===== src/hdl/isa_pkg.sv =====
package isa_pkg;

    // ########################################
    // Operation and region encodings
    // ########################################

    typedef enum logic [3:0] {
        OP_LOAD  = 4'd0,
        OP_STORE = 4'd1,
        OP_SWAP  = 4'd2
    } op_e; // Every other code is illegal.

    typedef enum logic [1:0] {
        REG_MEM = 2'd0,
        REG_IO  = 2'd1,
        REG_BAD = 2'd2
    } region_e;

    localparam logic [8:0] IO_BASE = 9'h1F0; // First I/O register address.
    localparam int unsigned IO_COUNT = 8;

    // ########################################
    // Command formats
    // ########################################

    // Command word as it arrives on the input link.
    typedef struct packed {
        logic [3:0]  tag;
        op_e         op;
        logic [8:0]  addr;
        logic [15:0] data;
    } cmd_t;

    // Decoded command held between decode and execute.
    typedef struct packed {
        logic [3:0]  tag;
        region_e     region;
        logic [7:0]  index;  // Word index inside the selected region.
        logic        wr_en;  // Already cleared for illegal commands.
        logic        rd_ret; // Return the old word instead of the data.
        logic        bad_op;
        logic [15:0] data;
    } dec_t;

endpackage


===== src/hdl/link_pkg.sv =====
package link_pkg;

    // Status returned with every result.
    typedef enum logic [1:0] {
        ST_OK       = 2'd0,
        ST_BAD_ADDR = 2'd1,
        ST_BAD_OP   = 2'd2
    } status_e;

    // Result word as it leaves on the output link.
    typedef struct packed {
        logic [3:0]  tag;
        status_e     status;
        logic [15:0] data; // Zero whenever status is not ST_OK.
    } result_t;

    // ########################################
    // Link credit defaults
    // ########################################

    localparam int unsigned IN_CREDITS  = 4; // Credits the sender starts with.
    localparam int unsigned OUT_CREDITS = 4; // Credits the DUT starts with.

endpackage


===== src/hdl/credit_fifo.sv =====
module credit_fifo #(
    parameter int unsigned DEPTH = 4,
    parameter type payload_t = logic [7:0]
) (
    input  logic     SIM_CLK,
    input  logic     arst_n,
    input  logic     push,
    input  payload_t push_data,
    input  logic     pop,
    output payload_t pop_data,
    output logic     not_empty,
    output logic     full,
    output logic     credit
);

    localparam int PW = (DEPTH > 1) ? $clog2(DEPTH) : 1;
    localparam int CW = $clog2(DEPTH + 1);

    payload_t       mem [DEPTH];
    logic [PW-1:0]  wr_ptr;
    logic [PW-1:0]  rd_ptr;
    logic [CW-1:0]  count;
    logic           wr;
    logic           rd;

    assign wr = push & ~full; // A push into a full buffer is flagged by the checker.
    assign rd = pop & not_empty;

    assign not_empty = (count != '0);
    assign full      = (count == CW'(DEPTH));
    assign pop_data  = mem[rd_ptr];

    always_ff @(posedge SIM_CLK) begin
        if (wr) begin
            mem[wr_ptr] <= push_data;
        end
    end

    always_ff @(posedge SIM_CLK or negedge arst_n) begin
        if (!arst_n) begin
            wr_ptr <= '0;
            rd_ptr <= '0;
            count  <= '0;
            credit <= 1'b0;
        end else begin
            credit <= rd; // One credit back per entry that leaves.
            if (wr) begin
                wr_ptr <= (wr_ptr == PW'(DEPTH - 1)) ? '0 : wr_ptr + 1'b1;
            end
            if (rd) begin
                rd_ptr <= (rd_ptr == PW'(DEPTH - 1)) ? '0 : rd_ptr + 1'b1;
            end
            case ({wr, rd})
                2'b10:   count <= count + 1'b1;
                2'b01:   count <= count - 1'b1;
                default: count <= count;
            endcase
        end
    end

endmodule


===== src/hdl/address_decode.sv =====
module address_decode #(
    parameter int unsigned MEM_WORDS = 256
) (
    input  logic          SIM_CLK,
    input  logic          arst_n,
    input  logic          cmd_valid,
    input  isa_pkg::cmd_t cmd,
    output logic          cmd_pop,
    output logic          dec_valid,
    output isa_pkg::dec_t dec,
    input  logic          dec_ready
);

    isa_pkg::region_e region;
    logic [7:0]       index;
    logic [8:0]       io_off;
    logic             wr_en;
    logic             rd_ret;
    logic             bad_op;

    // The output register takes a new command when it is empty or being drained.
    assign cmd_pop = cmd_valid & (~dec_valid | dec_ready);

    assign io_off = cmd.addr - isa_pkg::IO_BASE;

    // ########################################
    // Address region
    // ########################################

    always_comb begin
        region = isa_pkg::REG_BAD;
        index  = 8'd0;
        if (cmd.addr < MEM_WORDS) begin
            region = isa_pkg::REG_MEM;
            index  = cmd.addr[7:0];
        end else if (cmd.addr >= isa_pkg::IO_BASE &&
                     cmd.addr < isa_pkg::IO_BASE + isa_pkg::IO_COUNT) begin
            region = isa_pkg::REG_IO;
            index  = io_off[7:0];
        end
    end

    // ########################################
    // Operation flags
    // ########################################

    always_comb begin
        wr_en  = 1'b0;
        rd_ret = 1'b0;
        bad_op = 1'b0;
        case (cmd.op)
            isa_pkg::OP_LOAD: begin
                rd_ret = 1'b1;
            end
            isa_pkg::OP_STORE: begin
                wr_en = 1'b1;
            end
            isa_pkg::OP_SWAP: begin
                wr_en  = 1'b1;
                rd_ret = 1'b1;
            end
            default: begin
                bad_op = 1'b1;
            end
        endcase
    end

    always_ff @(posedge SIM_CLK) begin
        if (cmd_pop) begin
            dec.tag    <= cmd.tag;
            dec.region <= region;
            dec.index  <= index;
            dec.wr_en  <= wr_en & ~bad_op & (region != isa_pkg::REG_BAD);
            dec.rd_ret <= rd_ret;
            dec.bad_op <= bad_op;
            dec.data   <= cmd.data;
        end
    end

    always_ff @(posedge SIM_CLK or negedge arst_n) begin
        if (!arst_n) begin
            dec_valid <= 1'b0;
        end else if (cmd_pop) begin
            dec_valid <= 1'b1;
        end else if (dec_ready) begin
            dec_valid <= 1'b0; // Taken by execute with nothing behind it.
        end
    end

endmodule


===== src/hdl/execute_unit.sv =====
module execute_unit #(
    parameter int unsigned MEM_WORDS = 256
) (
    input  logic             SIM_CLK,
    input  logic             arst_n,
    input  logic             dec_valid,
    input  isa_pkg::dec_t    dec,
    output logic             dec_ready,
    output logic             res_valid,
    output link_pkg::result_t res,
    input  logic             res_ready
);

    localparam int MEM_AW = $clog2(MEM_WORDS);
    localparam int IO_AW  = $clog2(isa_pkg::IO_COUNT);

    logic [15:0]       mem [MEM_WORDS];
    logic [15:0]       io_regs [isa_pkg::IO_COUNT];
    logic [MEM_AW-1:0] mem_idx;
    logic [IO_AW-1:0]  io_idx;
    logic              xfer;
    logic [15:0]       old_word;
    link_pkg::status_e status;
    logic [15:0]       ret_data;

    assign dec_ready = ~res_valid | res_ready;
    assign xfer      = dec_valid & dec_ready;
    assign mem_idx   = dec.index[MEM_AW-1:0];
    assign io_idx    = dec.index[IO_AW-1:0];

    // ########################################
    // Read side and result formation
    // ########################################

    always_comb begin
        case (dec.region)
            isa_pkg::REG_MEM: old_word = mem[mem_idx];
            isa_pkg::REG_IO:  old_word = io_regs[io_idx];
            default:          old_word = 16'd0;
        endcase
    end

    always_comb begin
        if (dec.bad_op) begin
            status = link_pkg::ST_BAD_OP; // Wins over a bad address.
        end else if (dec.region == isa_pkg::REG_BAD) begin
            status = link_pkg::ST_BAD_ADDR;
        end else begin
            status = link_pkg::ST_OK;
        end
    end

    always_comb begin
        if (status != link_pkg::ST_OK) begin
            ret_data = 16'd0;
        end else if (dec.rd_ret) begin
            ret_data = old_word;
        end else begin
            ret_data = dec.data;
        end
    end

    // ########################################
    // Write side
    // ########################################

    always_ff @(posedge SIM_CLK) begin
        if (xfer && dec.wr_en && dec.region == isa_pkg::REG_MEM) begin
            mem[mem_idx] <= dec.data;
        end
    end

    always_ff @(posedge SIM_CLK or negedge arst_n) begin
        if (!arst_n) begin
            for (int i = 0; i < isa_pkg::IO_COUNT; i++) begin
                io_regs[i] <= 16'd0;
            end
        end else if (xfer && dec.wr_en && dec.region == isa_pkg::REG_IO) begin
            io_regs[io_idx] <= dec.data;
        end
    end

    always_ff @(posedge SIM_CLK) begin
        if (xfer) begin
            res.tag    <= dec.tag;
            res.status <= status;
            res.data   <= ret_data;
        end
    end

    always_ff @(posedge SIM_CLK or negedge arst_n) begin
        if (!arst_n) begin
            res_valid <= 1'b0;
        end else if (xfer) begin
            res_valid <= 1'b1;
        end else if (res_ready) begin
            res_valid <= 1'b0;
        end
    end

endmodule


===== src/hdl/result_return.sv =====
module result_return #(
    parameter int unsigned RES_DEPTH   = 4,
    parameter int unsigned OUT_CREDITS = 4
) (
    input  logic              SIM_CLK,
    input  logic              arst_n,
    input  logic              res_valid,
    input  link_pkg::result_t res,
    output logic              res_ready,
    output logic              out_valid,
    output link_pkg::result_t out_result,
    input  logic              out_credit
);

    localparam int CW = $clog2(OUT_CREDITS + 1);

    link_pkg::result_t head;
    logic              buf_not_empty;
    logic              buf_full;
    logic              send;
    logic [CW-1:0]     credits;

    assign res_ready = ~buf_full;
    assign send      = buf_not_empty & (credits != '0);

    credit_fifo #(
        .DEPTH     (RES_DEPTH),
        .payload_t (link_pkg::result_t)
    ) u_res_fifo (
        .SIM_CLK   (SIM_CLK),
        .arst_n    (arst_n),
        .push      (res_valid & res_ready),
        .push_data (res),
        .pop       (send),
        .pop_data  (head),
        .not_empty (buf_not_empty),
        .full      (buf_full),
        .credit    ()
    );

    // ########################################
    // Output credit counter
    // ########################################

    always_ff @(posedge SIM_CLK or negedge arst_n) begin
        if (!arst_n) begin
            credits   <= CW'(OUT_CREDITS);
            out_valid <= 1'b0;
        end else begin
            out_valid <= send;
            case ({out_credit, send})
                2'b10:   credits <= credits + 1'b1;
                2'b01:   credits <= credits - 1'b1;
                default: credits <= credits; // Returned and spent in the same cycle.
            endcase
        end
    end

    always_ff @(posedge SIM_CLK) begin
        if (send) begin
            out_result <= head;
        end
    end

endmodule


===== src/hdl/addr_subsystem_top.sv =====
module addr_subsystem_top #(
    parameter int unsigned CMD_DEPTH   = link_pkg::IN_CREDITS,
    parameter int unsigned RES_DEPTH   = link_pkg::OUT_CREDITS,
    parameter int unsigned OUT_CREDITS = link_pkg::OUT_CREDITS,
    parameter int unsigned MEM_WORDS   = 256
) (
    input  logic              SIM_CLK,
    input  logic              arst_n,
    input  logic              in_valid,
    input  isa_pkg::cmd_t     in_cmd,
    output logic              in_credit,
    output logic              out_valid,
    output link_pkg::result_t out_result,
    input  logic              out_credit
);

    isa_pkg::cmd_t     cmd_head;
    logic              cmd_valid;
    logic              cmd_pop;
    logic              cmd_full; // Watched by the checker.
    logic              dec_valid;
    logic              dec_ready;
    isa_pkg::dec_t     dec;
    logic              res_valid;
    logic              res_ready;
    link_pkg::result_t res;

    credit_fifo #(
        .DEPTH     (CMD_DEPTH),
        .payload_t (isa_pkg::cmd_t)
    ) u_cmd_fifo (
        .SIM_CLK   (SIM_CLK),
        .arst_n    (arst_n),
        .push      (in_valid),
        .push_data (in_cmd),
        .pop       (cmd_pop),
        .pop_data  (cmd_head),
        .not_empty (cmd_valid),
        .full      (cmd_full),
        .credit    (in_credit)
    );

    address_decode #(.MEM_WORDS(MEM_WORDS)) u_decode (
        .SIM_CLK   (SIM_CLK),
        .arst_n    (arst_n),
        .cmd_valid (cmd_valid),
        .cmd       (cmd_head),
        .cmd_pop   (cmd_pop),
        .dec_valid (dec_valid),
        .dec       (dec),
        .dec_ready (dec_ready)
    );

    execute_unit #(.MEM_WORDS(MEM_WORDS)) u_execute (
        .SIM_CLK   (SIM_CLK),
        .arst_n    (arst_n),
        .dec_valid (dec_valid),
        .dec       (dec),
        .dec_ready (dec_ready),
        .res_valid (res_valid),
        .res       (res),
        .res_ready (res_ready)
    );

    result_return #(
        .RES_DEPTH   (RES_DEPTH),
        .OUT_CREDITS (OUT_CREDITS)
    ) u_result (
        .SIM_CLK    (SIM_CLK),
        .arst_n     (arst_n),
        .res_valid  (res_valid),
        .res        (res),
        .res_ready  (res_ready),
        .out_valid  (out_valid),
        .out_result (out_result),
        .out_credit (out_credit)
    );

endmodule


===== config.mk =====
export PLATFORM = sky130hd
export DESIGN_NAME = addr_subsystem_top
export DESIGN_NICKNAME = d
export VERILOG_FILES = /design/src/hdl/isa_pkg.sv /design/src/hdl/link_pkg.sv /design/src/hdl/credit_fifo.sv /design/src/hdl/address_decode.sv /design/src/hdl/execute_unit.sv /design/src/hdl/result_return.sv /design/src/hdl/addr_subsystem_top.sv
export SDC_FILE = /design/constraint.sdc
export NUM_CORES = 2
export LEC_CHECK = 0
export BUFFER_PORTS_ARGS = -buffer_cell sky130_fd_sc_hd__buf_4
export CORE_ASPECT_RATIO = 2
export CORE_MARGIN = 5
export CORE_UTILIZATION = 24
export DETAILED_ROUTE_END_ITERATION = 12
export GPL_TIMING_DRIVEN = 0
export PLACE_DENSITY = 0.38
export SYNTH_ARGS = -nofsm -noshare
export SYNTH_HDL_FRONTEND = slang
export SYNTH_HIERARCHICAL = 1
export SYNTH_MEMORY_MAX_BITS = 65536
export SYNTH_SLANG_ARGS = --single-unit

===== constraint.sdc =====
create_clock -name SIM_CLK -period 6.6 [get_ports SIM_CLK]
set_input_delay 0.33 -clock SIM_CLK [delete_from_list [all_inputs] [get_ports SIM_CLK]]
set_output_delay 0.33 -clock SIM_CLK [all_outputs]
set_load 0.01 [all_outputs]

==> impl_metrics.ini <==
[run_status]
status = finished, violations left
violations = capacitance limit, slew limit, setup timing

[sta]
relSlewSlack_pct = -11.43
hold_violations = 0
setup-tns-final_ps = -3907
drv_slew = 44
setup_ws_ps = -275.5
final.period_utilization_pct = 104.2
fin_crit_ps = 6876
tightest_slew_ps = 1625
whs_ps = 258.1
clock.fmax_ghz = 0.1454
fin_worst_skew_ps = 71.53
setup-violations-final = 81

[detailed_routing]
first_iter_violations = 9257
vias_per_cell = 4.708
wl_per_cell_um = 38.07
remaining_drc_errors = 0
ant_nets = 0
wl_mm = 720.5
dr.pass1.iters = 6
vias = 89120

[yosys]
syn_area_mm2 = 0.1746
synthCells = 7854
ys_warn_count = 6
avgSynthCellArea_um2 = 22.24
syn_nets = 7908

[worst_setup_path]
r2r_cells = 8
crit_fanout = 10
worstPathArrival_ps = 7650
regToRegStartpoint = u_decode/dec[24]
crit_type = flip-flop to flip-flop
worstPathCellList = clkbuf_1 > clkinv_1 > nor2_2 > clkbuf_1 > a21oi_1 > o2111ai_1 > o311ai_2 > a221oi_1
end_kind = flip-flop
r2r-end = u_execute/res[3]
slowest_delay_ps = 1110
cp_data_required_time_ps = 7370
crit_top_cell = clkbuf_1
critPathLaunchType = flip-flop
crit_slowest_cell = a221oi_1
reg2reg_slack_ps = -280

[run]
max-cap-violations = 6

[clock_tree]
cts_tree = yes
cts-buffers-inserted = 437
clk_pin_slew_ps = 70
cts_buffer_depth = 5
h-tree-depth = 5
clk_latency_ps = 1140
cts.sinks = 4542
post-cts-setup-buffer-count = 0
clockRootBuffer = clkbuf_16

[grt]
use_met3_pct = 2.890
met1_usage_pct = 17.38
top_usage_layer = met2
grt_antenna_before_repair = 63
use_met2_pct = 35.72
grt_pass1_vias = 93570
grt-ovfl-total = 0
grt_use_total_pct = 18.96
grt_pass1_wl_mm = 931.8
grt_max_degree = 117

[floorplanning]
die_x_um = 613.2
rows = 443
io_pins = 61
core_mm2 = 0.7267
start_util_pct = 24.03
die_area_mm2 = 0.7459
die_h_mm = 1.216

[placed_design]
place_hpwl_mm = 556.2
routabilityCongestion = 0.9334
placed_cells = 18010
dpl_worst_slack_ps = -1041
io_buffers = 60
placed_area_mm2 = 0.1994

[power]
powerDensity_mw_per_mm2 = 458.6
ir_drop_v = 0.0003136
p_total_mw = 98.18
p_leak_nw = 66.61

[worst_hold_path]
whs_path_depth = 5
hold_path_end = u_result/credits[0]
hp-start = out_credit
hp-class = input pin to flip-flop

[layout]
final_util_pct = 29.46
fin_cells = 18930
design_area_mm2 = 0.2141
synthToLayoutAreaGrowth_pct = 22.59
layout.nets = 9005
drive_gt1_share_pct = 32.53
## cell type report
cell class,instances,area (µm²)
antenna,62,155.1
buffer,433,2462
clock buffer,529,11400
clock inverter,258,2379
fill,70390,512600
inverter,27,101.3
multi-input combinational,2849,37530
sequential,4542,135600
tap,9567,11970
timing repair buffer,661,12450
## worst max path at each step
stage | from | endpoint | depth (start not counted)
after CTS | u_decode/dec[21] | u_execute/res[15] | 9
final | u_decode/dec[24] | u_execute/res[3] | 8
after global routing | u_decode/dec[21] | u_execute/res[15] | 10
after detailed placement | u_decode/dec[20] | u_execute/mem[178][1] | 11
after global placement | u_decode/dec[3] | u_execute/res[3] | 4
after floorplan | u_decode/dec[0] | u_execute/res[0] | 3
## critical path, delay by kind of cell (launching register included)
family	cells	cell delay (ps)
buffers and inverters	3	2140
and+or+nand+nor	1	840
DFF	1	650
AOI/OAI and AO/OA	4	2840
## layout by cell type (no fill, tap or decap), types with 62 or more instances in the layout
master / count
a22oi_1: 184
diode_2: 62
clkbuf_16: 441
dlygate4sd3_1: 70
clkinv_1: 92
nand2_1: 127
clkbuf_1: 198
buf_2: 169
nor2_2: 236
nor2_1: 71
mux4_2: 1017
a21oi_1: 87
clkinv_2: 84
mux2_2: 159
buf_8: 184
buf_16: 267
edfxtp_1: 4393
dfrtp_1: 148
mux2i_1: 386
buf_4: 137
## repair_timing
item	in CTS	in global routing
hold endpoints to repair	305	0
hold buffers	71	0
endpoints found under the setup margin	1743	0
gates resized for setup	12	0
## registers in the layout, summed over array words and instances, names as in the netlist
register and cells:
u_execute/res 22, u_result/u_res_fifo/rd_ptr 2, u_execute/mem 4096, u_cmd_fifo/wr_ptr 2, u_cmd_fifo/count 3, u_cmd_fifo/credit 1
u_decode/dec_valid 1, u_result/u_res_fifo/wr_ptr 2, u_result/u_res_fifo/mem 88, u_result/u_res_fifo/count 3, u_execute/io_regs 128, u_result/out_valid 1
u_execute/res_valid 1, u_decode/dec 33, u_cmd_fifo/mem 132, u_result/credits 3, u_result/out_result 22, u_cmd_fifo/rd_ptr 2
## per-layer routing
layer | vias up | wire, µm
met5 | - | 69
met4 | 10 | 76860
met2 | 3455 | 394100
met3 | 1394 | 33690
met1 | 48750 | 215800
li1 | 35510 | -
## report_power, final
group          internal, mW  switching [mW]
Combinational          11.5            24.0
Clock                  13.9            11.4
Sequential             36.6           0.755
Total                  62.0            36.2
Note: power is estimated with default switching activity, not from simulation.
